[src/core_consts.svh]
`ifndef CORE_CONSTS_SVH
`define CORE_CONSTS_SVH

// data path and register width
`define XLEN 32

// architectural registers, x0 included
`define NUM_REGS 32
`define REG_IDX_W 5

// first fetch address after reset
`define RESET_PC 32'h0000_0000

`endif

[src/rv_isa_pkg.sv]
`include "core_consts.svh"

package rv_isa_pkg;

  typedef logic [`XLEN-1:0] word_t;

  typedef enum logic [6:0] {
    OP_LOAD     = 7'b0000011,
    OP_MISC_MEM = 7'b0001111,
    OP_IMM      = 7'b0010011,
    OP_AUIPC    = 7'b0010111,
    OP_STORE    = 7'b0100011,
    OP_OP       = 7'b0110011,
    OP_LUI      = 7'b0110111,
    OP_BRANCH   = 7'b1100011,
    OP_JALR     = 7'b1100111,
    OP_JAL      = 7'b1101111,
    OP_SYSTEM   = 7'b1110011
  } opcode_e;

  // branch conditions
  localparam logic [2:0] F3_BEQ  = 3'b000;
  localparam logic [2:0] F3_BNE  = 3'b001;
  localparam logic [2:0] F3_BLT  = 3'b100;
  localparam logic [2:0] F3_BGE  = 3'b101;
  localparam logic [2:0] F3_BLTU = 3'b110;
  localparam logic [2:0] F3_BGEU = 3'b111;

  // load and store access width, shared by both
  localparam logic [2:0] F3_B  = 3'b000;
  localparam logic [2:0] F3_H  = 3'b001;
  localparam logic [2:0] F3_W  = 3'b010;
  localparam logic [2:0] F3_BU = 3'b100;
  localparam logic [2:0] F3_HU = 3'b101;

  // alu sub-operations of op and op-imm
  localparam logic [2:0] F3_ADD  = 3'b000;
  localparam logic [2:0] F3_SLL  = 3'b001;
  localparam logic [2:0] F3_SLT  = 3'b010;
  localparam logic [2:0] F3_SLTU = 3'b011;
  localparam logic [2:0] F3_XOR  = 3'b100;
  localparam logic [2:0] F3_SR   = 3'b101;
  localparam logic [2:0] F3_OR   = 3'b110;
  localparam logic [2:0] F3_AND  = 3'b111;

  typedef struct packed {
    logic [6:0]            funct7;
    logic [`REG_IDX_W-1:0] rs2;
    logic [`REG_IDX_W-1:0] rs1;
    logic [2:0]            funct3;
    logic [`REG_IDX_W-1:0] rd;
    opcode_e               opcode;
  } r_type_t;

  typedef struct packed {
    logic [11:0]           imm;
    logic [`REG_IDX_W-1:0] rs1;
    logic [2:0]            funct3;
    logic [`REG_IDX_W-1:0] rd;
    logic [6:0]            opcode;
  } i_type_t;

  typedef struct packed {
    logic [6:0]            imm_hi;
    logic [`REG_IDX_W-1:0] rs2;
    logic [`REG_IDX_W-1:0] rs1;
    logic [2:0]            funct3;
    logic [4:0]            imm_lo;
    logic [6:0]            opcode;
  } s_type_t;

  // branch offset bits are scattered, bit 0 is implied zero
  typedef struct packed {
    logic                  imm12;
    logic [5:0]            imm10_5;
    logic [`REG_IDX_W-1:0] rs2;
    logic [`REG_IDX_W-1:0] rs1;
    logic [2:0]            funct3;
    logic [3:0]            imm4_1;
    logic                  imm11;
    logic [6:0]            opcode;
  } b_type_t;

  typedef struct packed {
    logic [19:0]           imm;
    logic [`REG_IDX_W-1:0] rd;
    logic [6:0]            opcode;
  } u_type_t;

  typedef struct packed {
    logic                  imm20;
    logic [9:0]            imm10_1;
    logic                  imm11;
    logic [7:0]            imm19_12;
    logic [`REG_IDX_W-1:0] rd;
    logic [6:0]            opcode;
  } j_type_t;

  typedef union packed {
    r_type_t r;
    i_type_t i;
    s_type_t s;
    b_type_t b;
    u_type_t u;
    j_type_t j;
  } insn_u;

endpackage

[src/core_pkg.sv]
`include "core_consts.svh"

package core_pkg;

  typedef enum logic [3:0] {
    ALU_ADD,
    ALU_SUB,
    ALU_SLL,
    ALU_SLT,
    ALU_SLTU,
    ALU_XOR,
    ALU_SRL,
    ALU_SRA,
    ALU_OR,
    ALU_AND,
    // lui just forwards the immediate
    ALU_PASS_B
  } alu_op_e;

  typedef struct packed {
    logic [`REG_IDX_W-1:0] rd;
    logic [`REG_IDX_W-1:0] rs1;
    logic [`REG_IDX_W-1:0] rs2;
    alu_op_e               alu_op;
    logic                  use_imm;
    logic                  use_pc;
    rv_isa_pkg::word_t     imm;
    logic                  reg_we;
    logic                  is_load;
    logic                  is_store;
    logic                  is_branch;
    logic                  is_jal;
    logic                  is_jalr;
    logic [2:0]            funct3;
    logic                  halt;
  } ctrl_t;

  // addr is word aligned, be picks the byte lanes
  typedef struct packed {
    rv_isa_pkg::word_t addr;
    rv_isa_pkg::word_t wdata;
    logic [3:0]        be;
  } dmem_req_t;

endpackage

[src/insn_decoder.sv]
module insn_decoder (
  input  rv_isa_pkg::insn_u insn_i,
  output core_pkg::ctrl_t   ctrl_o
);

  rv_isa_pkg::opcode_e opcode;
  logic [2:0]          funct3;
  logic                alt;
  rv_isa_pkg::word_t   imm_i;
  rv_isa_pkg::word_t   imm_s;
  rv_isa_pkg::word_t   imm_b;
  rv_isa_pkg::word_t   imm_u;
  rv_isa_pkg::word_t   imm_j;

  // maps funct3 plus the funct7 alternate bit onto an alu operation
  function automatic core_pkg::alu_op_e alu_decode(input logic [2:0] f3, input logic alt_sel);
    core_pkg::alu_op_e op;
    op = core_pkg::ALU_ADD;
    case (f3)
      rv_isa_pkg::F3_ADD:  op = alt_sel ? core_pkg::ALU_SUB : core_pkg::ALU_ADD;
      rv_isa_pkg::F3_SLL:  op = core_pkg::ALU_SLL;
      rv_isa_pkg::F3_SLT:  op = core_pkg::ALU_SLT;
      rv_isa_pkg::F3_SLTU: op = core_pkg::ALU_SLTU;
      rv_isa_pkg::F3_XOR:  op = core_pkg::ALU_XOR;
      rv_isa_pkg::F3_SR:   op = alt_sel ? core_pkg::ALU_SRA : core_pkg::ALU_SRL;
      rv_isa_pkg::F3_OR:   op = core_pkg::ALU_OR;
      rv_isa_pkg::F3_AND:  op = core_pkg::ALU_AND;
    endcase
    return op;
  endfunction

  assign opcode = insn_i.r.opcode;
  assign funct3 = insn_i.r.funct3;
  assign alt    = insn_i.r.funct7[5];

  // immediates, all sign extended from the top instruction bit
  assign imm_i = {{20{insn_i.i.imm[11]}}, insn_i.i.imm};
  assign imm_s = {{20{insn_i.s.imm_hi[6]}}, insn_i.s.imm_hi, insn_i.s.imm_lo};
  assign imm_b = {{20{insn_i.b.imm12}}, insn_i.b.imm11, insn_i.b.imm10_5,
                  insn_i.b.imm4_1, 1'b0};
  assign imm_u = {insn_i.u.imm, 12'b0};
  assign imm_j = {{12{insn_i.j.imm20}}, insn_i.j.imm19_12, insn_i.j.imm11,
                  insn_i.j.imm10_1, 1'b0};

  always_comb begin
    ctrl_o        = '0;
    ctrl_o.rd     = insn_i.r.rd;
    ctrl_o.rs1    = insn_i.r.rs1;
    ctrl_o.rs2    = insn_i.r.rs2;
    ctrl_o.funct3 = funct3;
    ctrl_o.alu_op = core_pkg::ALU_ADD;
    case (opcode)
      rv_isa_pkg::OP_LUI: begin
        ctrl_o.reg_we  = 1'b1;
        ctrl_o.use_imm = 1'b1;
        ctrl_o.imm     = imm_u;
        ctrl_o.alu_op  = core_pkg::ALU_PASS_B;
      end
      rv_isa_pkg::OP_AUIPC: begin
        ctrl_o.reg_we  = 1'b1;
        ctrl_o.use_pc  = 1'b1;
        ctrl_o.use_imm = 1'b1;
        ctrl_o.imm     = imm_u;
      end
      rv_isa_pkg::OP_JAL: begin
        ctrl_o.reg_we = 1'b1;
        ctrl_o.is_jal = 1'b1;
        ctrl_o.imm    = imm_j;
      end
      rv_isa_pkg::OP_JALR: begin
        ctrl_o.reg_we  = 1'b1;
        ctrl_o.is_jalr = 1'b1;
        ctrl_o.imm     = imm_i;
      end
      rv_isa_pkg::OP_BRANCH: begin
        ctrl_o.is_branch = 1'b1;
        ctrl_o.imm       = imm_b;
      end
      rv_isa_pkg::OP_LOAD: begin
        ctrl_o.reg_we  = 1'b1;
        ctrl_o.is_load = 1'b1;
        ctrl_o.imm     = imm_i;
      end
      rv_isa_pkg::OP_STORE: begin
        ctrl_o.is_store = 1'b1;
        ctrl_o.imm      = imm_s;
      end
      rv_isa_pkg::OP_IMM: begin
        ctrl_o.reg_we  = 1'b1;
        ctrl_o.use_imm = 1'b1;
        ctrl_o.imm     = imm_i;
        // bit 30 is part of the immediate except for the shifts
        ctrl_o.alu_op  = alu_decode(funct3, alt && (funct3 == rv_isa_pkg::F3_SR));
      end
      rv_isa_pkg::OP_OP: begin
        ctrl_o.reg_we = 1'b1;
        ctrl_o.alu_op = alu_decode(funct3, alt);
      end
      // ecall, fence and unknown opcodes park the core
      default: begin
        ctrl_o.halt = 1'b1;
      end
    endcase
  end

endmodule

[src/reg_file.sv]
`include "core_consts.svh"

module reg_file (
  input  logic                  clk,
  input  logic                  rst,
  input  logic [`REG_IDX_W-1:0] rd_i,
  input  logic [`REG_IDX_W-1:0] rs1_i,
  input  logic [`REG_IDX_W-1:0] rs2_i,
  input  logic                  we_i,
  input  rv_isa_pkg::word_t     rd_data_i,
  output rv_isa_pkg::word_t     rs1_data_o,
  output rv_isa_pkg::word_t     rs2_data_o
);

  // x0 has no storage
  rv_isa_pkg::word_t regs [1:`NUM_REGS-1];

  always_ff @(posedge clk) begin
    if (rst) begin
      for (int i = 1; i < `NUM_REGS; i++) begin
        regs[i] <= '0;
      end
    end else if (we_i && (rd_i != '0)) begin
      regs[rd_i] <= rd_data_i;
    end
  end

  assign rs1_data_o = (rs1_i == '0) ? '0 : regs[rs1_i];
  assign rs2_data_o = (rs2_i == '0) ? '0 : regs[rs2_i];

endmodule

[src/exec_unit.sv]
`include "core_consts.svh"

module exec_unit (
  input  rv_isa_pkg::word_t pc_i,
  input  core_pkg::ctrl_t   ctrl_i,
  input  rv_isa_pkg::word_t rs1_data_i,
  input  rv_isa_pkg::word_t rs2_data_i,
  output rv_isa_pkg::word_t result_o,
  output rv_isa_pkg::word_t addr_o,
  output rv_isa_pkg::word_t next_pc_o
);

  rv_isa_pkg::word_t op_a;
  rv_isa_pkg::word_t op_b;
  rv_isa_pkg::word_t alu_out;
  rv_isa_pkg::word_t pc_plus4;
  rv_isa_pkg::word_t target;
  logic [4:0]        shamt;
  logic              eq;
  logic              lt;
  logic              ltu;
  logic              taken;

  assign op_a  = ctrl_i.use_pc ? pc_i : rs1_data_i;
  assign op_b  = ctrl_i.use_imm ? ctrl_i.imm : rs2_data_i;
  assign shamt = op_b[4:0];

  always_comb begin
    case (ctrl_i.alu_op)
      core_pkg::ALU_ADD:  alu_out = op_a + op_b;
      core_pkg::ALU_SUB:  alu_out = op_a - op_b;
      core_pkg::ALU_SLL:  alu_out = op_a << shamt;
      core_pkg::ALU_SLT:  alu_out = rv_isa_pkg::word_t'($signed(op_a) < $signed(op_b));
      core_pkg::ALU_SLTU: alu_out = rv_isa_pkg::word_t'(op_a < op_b);
      core_pkg::ALU_XOR:  alu_out = op_a ^ op_b;
      core_pkg::ALU_SRL:  alu_out = op_a >> shamt;
      core_pkg::ALU_SRA:  alu_out = rv_isa_pkg::word_t'($signed(op_a) >>> shamt);
      core_pkg::ALU_OR:   alu_out = op_a | op_b;
      core_pkg::ALU_AND:  alu_out = op_a & op_b;
      default:            alu_out = op_b;
    endcase
  end

  // branch compare always works on the two register operands
  assign eq  = rs1_data_i == rs2_data_i;
  assign lt  = $signed(rs1_data_i) < $signed(rs2_data_i);
  assign ltu = rs1_data_i < rs2_data_i;

  always_comb begin
    case (ctrl_i.funct3)
      rv_isa_pkg::F3_BEQ:  taken = eq;
      rv_isa_pkg::F3_BNE:  taken = !eq;
      rv_isa_pkg::F3_BLT:  taken = lt;
      rv_isa_pkg::F3_BGE:  taken = !lt;
      rv_isa_pkg::F3_BLTU: taken = ltu;
      rv_isa_pkg::F3_BGEU: taken = !ltu;
      default:             taken = 1'b0;
    endcase
  end

  assign pc_plus4 = pc_i + `XLEN'd4;
  assign target   = pc_i + ctrl_i.imm;
  // load/store address, also the jalr target before bit 0 is dropped
  assign addr_o   = rs1_data_i + ctrl_i.imm;

  // jumps link the return address
  assign result_o = (ctrl_i.is_jal || ctrl_i.is_jalr) ? pc_plus4 : alu_out;

  always_comb begin
    if (ctrl_i.is_jalr) begin
      next_pc_o = {addr_o[`XLEN-1:1], 1'b0};
    end else if (ctrl_i.is_jal || (ctrl_i.is_branch && taken)) begin
      next_pc_o = target;
    end else begin
      next_pc_o = pc_plus4;
    end
  end

endmodule

[src/lsu.sv]
module lsu (
  input  core_pkg::ctrl_t     ctrl_i,
  input  rv_isa_pkg::word_t   addr_i,
  input  rv_isa_pkg::word_t   rs2_data_i,
  input  rv_isa_pkg::word_t   result_i,
  input  rv_isa_pkg::word_t   dmem_rdata_i,
  output core_pkg::dmem_req_t dmem_req_o,
  output rv_isa_pkg::word_t   wb_data_o
);

  logic [1:0]        ofs;
  rv_isa_pkg::word_t lane;

  assign ofs  = addr_i[1:0];
  // addressed byte or halfword moved down to bit 0
  assign lane = dmem_rdata_i >> {ofs, 3'b000};

  always_comb begin
    dmem_req_o.addr  = {addr_i[31:2], 2'b00};
    dmem_req_o.wdata = rs2_data_i << {ofs, 3'b000};
    dmem_req_o.be    = 4'b0000;
    if (ctrl_i.is_store) begin
      case (ctrl_i.funct3)
        rv_isa_pkg::F3_B: dmem_req_o.be = 4'b0001 << ofs;
        rv_isa_pkg::F3_H: dmem_req_o.be = 4'b0011 << {ofs[1], 1'b0};
        rv_isa_pkg::F3_W: dmem_req_o.be = 4'b1111;
        default:          dmem_req_o.be = 4'b0000;
      endcase
    end
  end

  always_comb begin
    wb_data_o = result_i;
    if (ctrl_i.is_load) begin
      case (ctrl_i.funct3)
        rv_isa_pkg::F3_B:  wb_data_o = {{24{lane[7]}}, lane[7:0]};
        rv_isa_pkg::F3_H:  wb_data_o = {{16{lane[15]}}, lane[15:0]};
        rv_isa_pkg::F3_BU: wb_data_o = {24'b0, lane[7:0]};
        rv_isa_pkg::F3_HU: wb_data_o = {16'b0, lane[15:0]};
        default:           wb_data_o = lane;
      endcase
    end
  end

  always_comb begin
    if (ctrl_i.is_load || ctrl_i.is_store) begin
      if ((ctrl_i.funct3 == rv_isa_pkg::F3_H) || (ctrl_i.funct3 == rv_isa_pkg::F3_HU)) begin
        assert (ofs[0] == 1'b0)
          else $error("misaligned halfword access at %h", addr_i);
      end else if (ctrl_i.funct3 == rv_isa_pkg::F3_W) begin
        assert (ofs == 2'b00)
          else $error("misaligned word access at %h", addr_i);
      end
    end
  end

endmodule

[src/riscv_core.sv]
`include "core_consts.svh"

module riscv_core (
  input  logic                clk,
  input  logic                rst,
  output rv_isa_pkg::word_t   imem_addr_o,
  input  rv_isa_pkg::word_t   imem_data_i,
  output core_pkg::dmem_req_t dmem_req_o,
  input  rv_isa_pkg::word_t   dmem_rdata_i,
  output logic                halt_o
);

  rv_isa_pkg::insn_u insn;
  core_pkg::ctrl_t   ctrl;
  rv_isa_pkg::word_t pc;
  rv_isa_pkg::word_t next_pc;
  rv_isa_pkg::word_t rs1_data;
  rv_isa_pkg::word_t rs2_data;
  rv_isa_pkg::word_t result;
  rv_isa_pkg::word_t addr;
  rv_isa_pkg::word_t wb_data;

  // pc parks on the halting instruction
  always_ff @(posedge clk) begin
    if (rst) begin
      pc <= `RESET_PC;
    end else if (!ctrl.halt) begin
      pc <= next_pc;
    end
  end

  assign insn        = imem_data_i;
  assign imem_addr_o = pc;
  assign halt_o      = ctrl.halt;

  insn_decoder u_decoder (
    .insn_i (insn),
    .ctrl_o (ctrl)
  );

  reg_file u_reg_file (
    .clk        (clk),
    .rst        (rst),
    .rd_i       (ctrl.rd),
    .rs1_i      (ctrl.rs1),
    .rs2_i      (ctrl.rs2),
    .we_i       (ctrl.reg_we && !ctrl.halt),
    .rd_data_i  (wb_data),
    .rs1_data_o (rs1_data),
    .rs2_data_o (rs2_data)
  );

  exec_unit u_exec_unit (
    .pc_i       (pc),
    .ctrl_i     (ctrl),
    .rs1_data_i (rs1_data),
    .rs2_data_i (rs2_data),
    .result_o   (result),
    .addr_o     (addr),
    .next_pc_o  (next_pc)
  );

  lsu u_lsu (
    .ctrl_i       (ctrl),
    .addr_i       (addr),
    .rs2_data_i   (rs2_data),
    .result_i     (result),
    .dmem_rdata_i (dmem_rdata_i),
    .dmem_req_o   (dmem_req_o),
    .wb_data_o    (wb_data)
  );

  // jalr clears only bit 0, so a bad rs1 would show up here
  a_pc_aligned: assert property (@(posedge clk) disable iff (rst) pc[1:0] == 2'b00)
    else $error("pc lost word alignment: %h", pc);

endmodule

[config.mk]
export PLATFORM = sky130hd
export DESIGN_NAME = riscv_core
export DESIGN_NICKNAME = d
export VERILOG_FILES = /design/src/rv_isa_pkg.sv /design/src/core_pkg.sv /design/src/insn_decoder.sv /design/src/reg_file.sv /design/src/exec_unit.sv /design/src/lsu.sv /design/src/riscv_core.sv
export VERILOG_INCLUDE_DIRS = /design/src /design/src/src
export SDC_FILE = /design/constraint.sdc
export NUM_CORES = 2
export LEC_CHECK = 0
export BUFFER_PORTS_ARGS = -buffer_cell sky130_fd_sc_hd__clkbuf_2
export CORE_MARGIN = 1
export CORE_UTILIZATION = 45
export CTS_CLUSTER_SIZE = 40
export DETAILED_ROUTE_END_ITERATION = 10
export PLACE_DENSITY = 0.74
export SYNTH_ARGS = -nofsm -noshare
export SYNTH_HDL_FRONTEND = slang
export SYNTH_HIERARCHICAL = 1
export SYNTH_SLANG_ARGS = --single-unit
[constraint.sdc]
create_clock -name clk -period 6.5 [get_ports clk]
set_input_delay 0.975 -clock clk [delete_from_list [all_inputs] [get_ports clk]]
set_output_delay 0.975 -clock clk [all_outputs]
set_load 0.05 [all_outputs]
# Word-level counts from Yosys, hierarchy flattened
# Memories as Yosys holds them, arrays and structs flattened.
# Cells that the tools add are included.
[word_totals]
reg_bits = 32
latchBits = 0
ram_bits = 992
rom_bits = 0
wordCells = 105
n_memories = 1
[mem_list]
columns = ["memory", "words", "width", "read_ports", "rd_ports_with_merged_regs", "wr", "line", "source"]
rows = [
  ["u_reg_file.regs", 31, 32, 2, 0, 31, "reg_file.sv:16", "rv_isa_pkg::word_t regs [1:`NUM_REGS-1];"],
]
[classes]
add_sub_neg = 5
mul = 0
div = 0
n_lt_le_gt_ge = 4
n_eq_ne = 26
shift = 7
n_mux = 38
n_bitwise = 3
n_reduce_logical = 20
[op_table]
columns = ["operator", "count"]
rows = [
  ["$pmux 32 s10", 1],
  ["$mux 32", 9],
  ["$pmux 32 s5", 1],
  ["$lt 32x32->1", 4],
  ["$pmux 32 s4", 1],
  ["$add 32x32->32", 3],
  ["$pmux 4 s8", 2],
  ["$shl 32x5->32", 2],
  ["$shr 32x5->32", 2],
  ["$add 32x3->32 const B", 1],
  ["$and 32x32->32", 1],
  ["$eq 32x32->1", 1],
  ["$or 32x32->32", 1],
  ["$reduce_or 32->1", 1],
  ["$sshr 32x5->32", 1],
  ["$sub 32x32->32", 1],
  ["$xor 32x32->32", 1],
  ["$pmux 4 s3", 2],
  ["$eq 7x6->1 const B", 3],
  ["$eq 7x7->1 const B", 3],
  ["$mux 1", 19],
  ["$eq 4x3->1 const B", 4],
  ["$eq 7x5->1 const B", 2],
  ["$eq 3x3->1 const B", 4],
  ["other kinds (22)", 33],
]

# Depth between registers and ports, before layout
[depth]
depth_word = 10
ltp_mapped = 33
ltp_nobuf = 22

# Hierarchy
# The synthesis kept the hierarchy.
[modules_own_cells]
columns = ["module", "instances", "cells_per_inst", "area_each_um2"]
rows = [
  ["reg_file", 1, 3765, 54631.1],
  ["exec_unit", 1, 2182, 14510.2],
  ["lsu", 1, 273, 1796.7],
  ["riscv_core", 1, 104, 1171.1],
  ["insn_decoder", 1, 120, 818.3],
]

# Worst setup path after synthesis
# Ideal clock, no wire load.
[synth_path]
kind = "input to register"
from = "input imem_data_i[22]"
to = "memory u_reg_file/regs[12][31] in the netlist's numbering, data pin"
setup_time_ps = 255
t_arrival_ps = 6830
required_ps = 6245
setup_slack_ps = -585
stages = 26
path_buffers = 9
cell_sequence = "buf_4 buf_2 buf_2 clkbuf_1 mux4_2 a22o_1 a2111oi_0 nor3_1 mux2i_2 clkbuf_1 buf_2 buf_2 ha_1 clkbuf_1 nor4_1 o31a_1 o21ai_1 a2111oi_0 o21ai_0 nand2b_1 a211oi_1 or4_1 and3_1 o22a_1 clkbuf_1 and2_1"
[synth_lines]
columns = ["element", "line", "source"]
rows = [
  ["from (decl)", "riscv_core.sv:7", "input rv_isa_pkg::word_t imem_data_i,"],
  ["to (decl)", "reg_file.sv:16", ""],
]

==> results.tsv <==
metric	value	unit
root buf cell	clkbuf_16	
CTS H-tree depth	3	
Primary FF master, synth	edfxtp_1	
Fmax	0.150	GHz
Synth Warn #	6	
Placed Instances	9522	
CTS tree	yes	
Final Skew	0.0550	ns
final cell count without fillers	9796	
Max transition margin	7.76	%
asr flop ratio synth	0	%
Placeable Area	0.161	mm2
Critical Path AT	5.68	ns
initial antenna violation count	24	
CTS Buffer Depth	3	
unrepaired setup endpoints after global routing	yes	
status	finished, violations left	
Final min period	6.66	ns
GR Overflow Total	0	
vias after detailed routing	64400	
top-count cell post-synth	and2_1	
GPL Wtd Cong	1.12	
first-pass GRT wire length	463	mm
clk slew on worst S/H paths	0.06	ns
number of flops mapped to enable cells by yosys	1024	
Critical Path RT	5.52	ns
hold_buf cts	0	
setup violators final	35	
Post-synth top cells	1035 x and2_1, 1024 x edfxtp_1, 556 x mux2i_1, 404 x clkbuf_1, 359 x mux4_2	
final period utilization	102	%
PD cells	256	mW/mm2
WS Path Type	in2out	
VDD IR-drop max	251	uV
DRC Markers	0	
final hold viol count	0	
Initial Utilization	45.4	%
Yosys top cell by area	edfxtp_1	
largest net degree at the start of global routing	65	
Worst Setup Start Kind	input port	
failing checks	negative setup slack	
distinct cell type count after synthesis	110	
Post-DRT Antenna Nets	0	
Pre-Repair DR Iteration Count	8	
kind of end point of the critical path	output pin	
die footprint	0.164	mm2
synth top area cells	edfxtp_1 42%, mux4_2 11%, and2_1 8.9%, mux2i_1 7.6%, ha_1 3.3%	
starting DRC count in detailed routing	10100	
Final Total Pwr	23.5	mW
register area share after synthesis	43.0	%
Post-Syn Area	0.0729	mm2
total CTS buffers	110	
number of global-route vias before repair	61600	
die width	405	um
Fin Setup TNS	-1.77	ns
Least-Margin Pin Slew	1.37	ns
I/O Pins	167	
DP Wirelength	243	mm
Leakage Power	37.8	nW
Final Max Slew Viols	0	
CP Max Fanout	32	
Max-Cap Viols	0	
fin nets	7796	
Via density	6.57	
share of cells above drive strength 1	32.3	%
Area Growth Syn to Fin	25.7	%
worst setup margin	-0.159	ns
top cell type's share of synthesized area	42.2	%
row cnt	147	
clock sinks	1056	
total track usage	40.2	%
Synth Instances	6444	
Routed wire per std cell	34.5	um
worst skew pair latency	0.78	ns
wirelength, routed	338	mm
Die H	405	um
Synth Area per Inst	11.3	um2
number of synthesized register bits	1056	
pre-CTS setup slack	-1.69	ns
Hold/Removal Path Class	reg2reg	
# port buffers	164	
routing by layer:
| metal | global-route usage [%] | part of all wire, % |
|---|---|---|
| met3 | 12.3 | 13 |
| met4 | 32.0 | 10 |
| met2 | 60.2 | 43 |
| met5 | 0 | 0.044 |
| met1 | 47.9 | 34 |
registers in the layout (all words and copies together), names as in the netlist:
register         cells
imem_addr_o         32
u_reg_file/regs   1024
power breakdown:
group	switching, mW	internal (mW)	total [mW]
combinational	5.65	3.64	9.29
clock	2.80	3.45	6.24
sequential	0.168	7.76	7.93
total	8.62	14.8	23.5
critical path, stage by stage:
cell	delay, ns
clkbuf_2	0.19
or2_2	0.21
buf_4	0.45
o21ai_1	0.24
nor4_4	0.74
ha_1	0.38
a211o_1	0.33
o311a_4	0.38
o41ai_4	0.31
buf_4	0.20
o221ai_4	0.11
o211ai_1	0.29
a21oi_1	0.19
o41a_1	0.35
buf_6	0.15
buf_12	0.15
cells by family (layout without fill, tap and decap cells):
group	Yosys count	in the layout	share of synthesized area (%)
AO/OA/AOI/OAI	1261	1261	11.9
XOR/XNOR	102	102	1.22
adder cells (fa/ha/maj)	199	199	3.46
buffers and inverters	776	1919	4.91
flip-flops	1056	1056	43.0
multiplexers	978	978	19.7
other	2	51	0.0103
AND/OR/NAND/NOR	2070	2070	15.7
stage by stage:
| stage | hold WS [ns] | utilization, % | area, um2 |
|---|---|---|---|
| 2_1_floorplan | 0.791 | - | 73200 |
| 3_3_place_gp | 0.624 | 53.5 | 86000 |
| 3_5_place_dp | 0.646 | 53.5 | 86000 |
| 4_1_cts | 0.654 | 56.3 | 90500 |
| 5_1_grt | 0.688 | 57.0 | 91700 |
| 6_report | 0.656 | 57.0 | 91700 |
cell type report:
cell class	instances	area [um2]
clock buffers	139	2870
well taps	2160	2700
multi-input cells	4644	39600
diodes	17	42.5
clock inverters	61	617
inverters	148	556
repair buffers	1571	13900
fillers	13300	69100
flip-flops and latches	1056	31400
final timing paths:
kind	from	to	slack, ns	cells after the start
min	imem_addr_o[23]	imem_addr_o[23]	0.66	2
max	imem_data_i[18]	dmem_req_o[65]	-0.16	16
min reg2reg	imem_addr_o[23]	imem_addr_o[23]	0.66	2
max reg2reg	u_reg_file/regs[30][3]	u_reg_file/regs[5][11]	0.16	29
repair_timing:
| action | 4_1_cts | 5_1_grt |
|---|---|---|
| gates cloned | 6 | 4 |
| pin swaps | 16 | 25 |
| gates resized for setup | 149 | 150 |
| buffers inserted | 15 | 33 |
| endpoints found under the setup margin | 889 | 749 |
placed cells by master (no fill, tap or decap), types with 25 or more instances in the layout:
master | Yosys | layout
nor3_1 | 77 | 59
or2_2 | 43 | 42
a21oi_1 | 271 | 250
nor2_1 | 299 | 261
buf_12 | 3 | 151
a22oi_1 | 123 | 120
ha_1 | 195 | 189
conb_1 | 2 | 34
o21ai_0 | 196 | 172
buf_6 | 27 | 25
and2_1 | 1035 | 1031
a22o_1 | 61 | 55
mux2i_1 | 556 | 551
mux4_2 | 359 | 359
a2111oi_1 | 34 | 25
o21ai_1 | 18 | 32
clkbuf_16 | 0 | 114
nor2b_1 | 94 | 86
a21o_1 | 61 | 61
buf_4 | 81 | 1269
nor2_2 | 1 | 37
a31oi_1 | 35 | 33
xor2_1 | 33 | 32
dfxtp_1 | 32 | 32
xnor2_1 | 69 | 62
nand3_1 | 72 | 70
mux2_2 | 57 | 55
clkbuf_2 | 1 | 101
clkbuf_1 | 404 | 28
and3_1 | 28 | 27
inv_1 | 142 | 141
o22ai_1 | 63 | 61
nand2_1 | 270 | 270
nor4_1 | 49 | 30
a211oi_1 | 86 | 69
edfxtp_1 | 1024 | 1024
o211ai_1 | 39 | 39
Note: power is estimated with default switching activity, not from simulation.
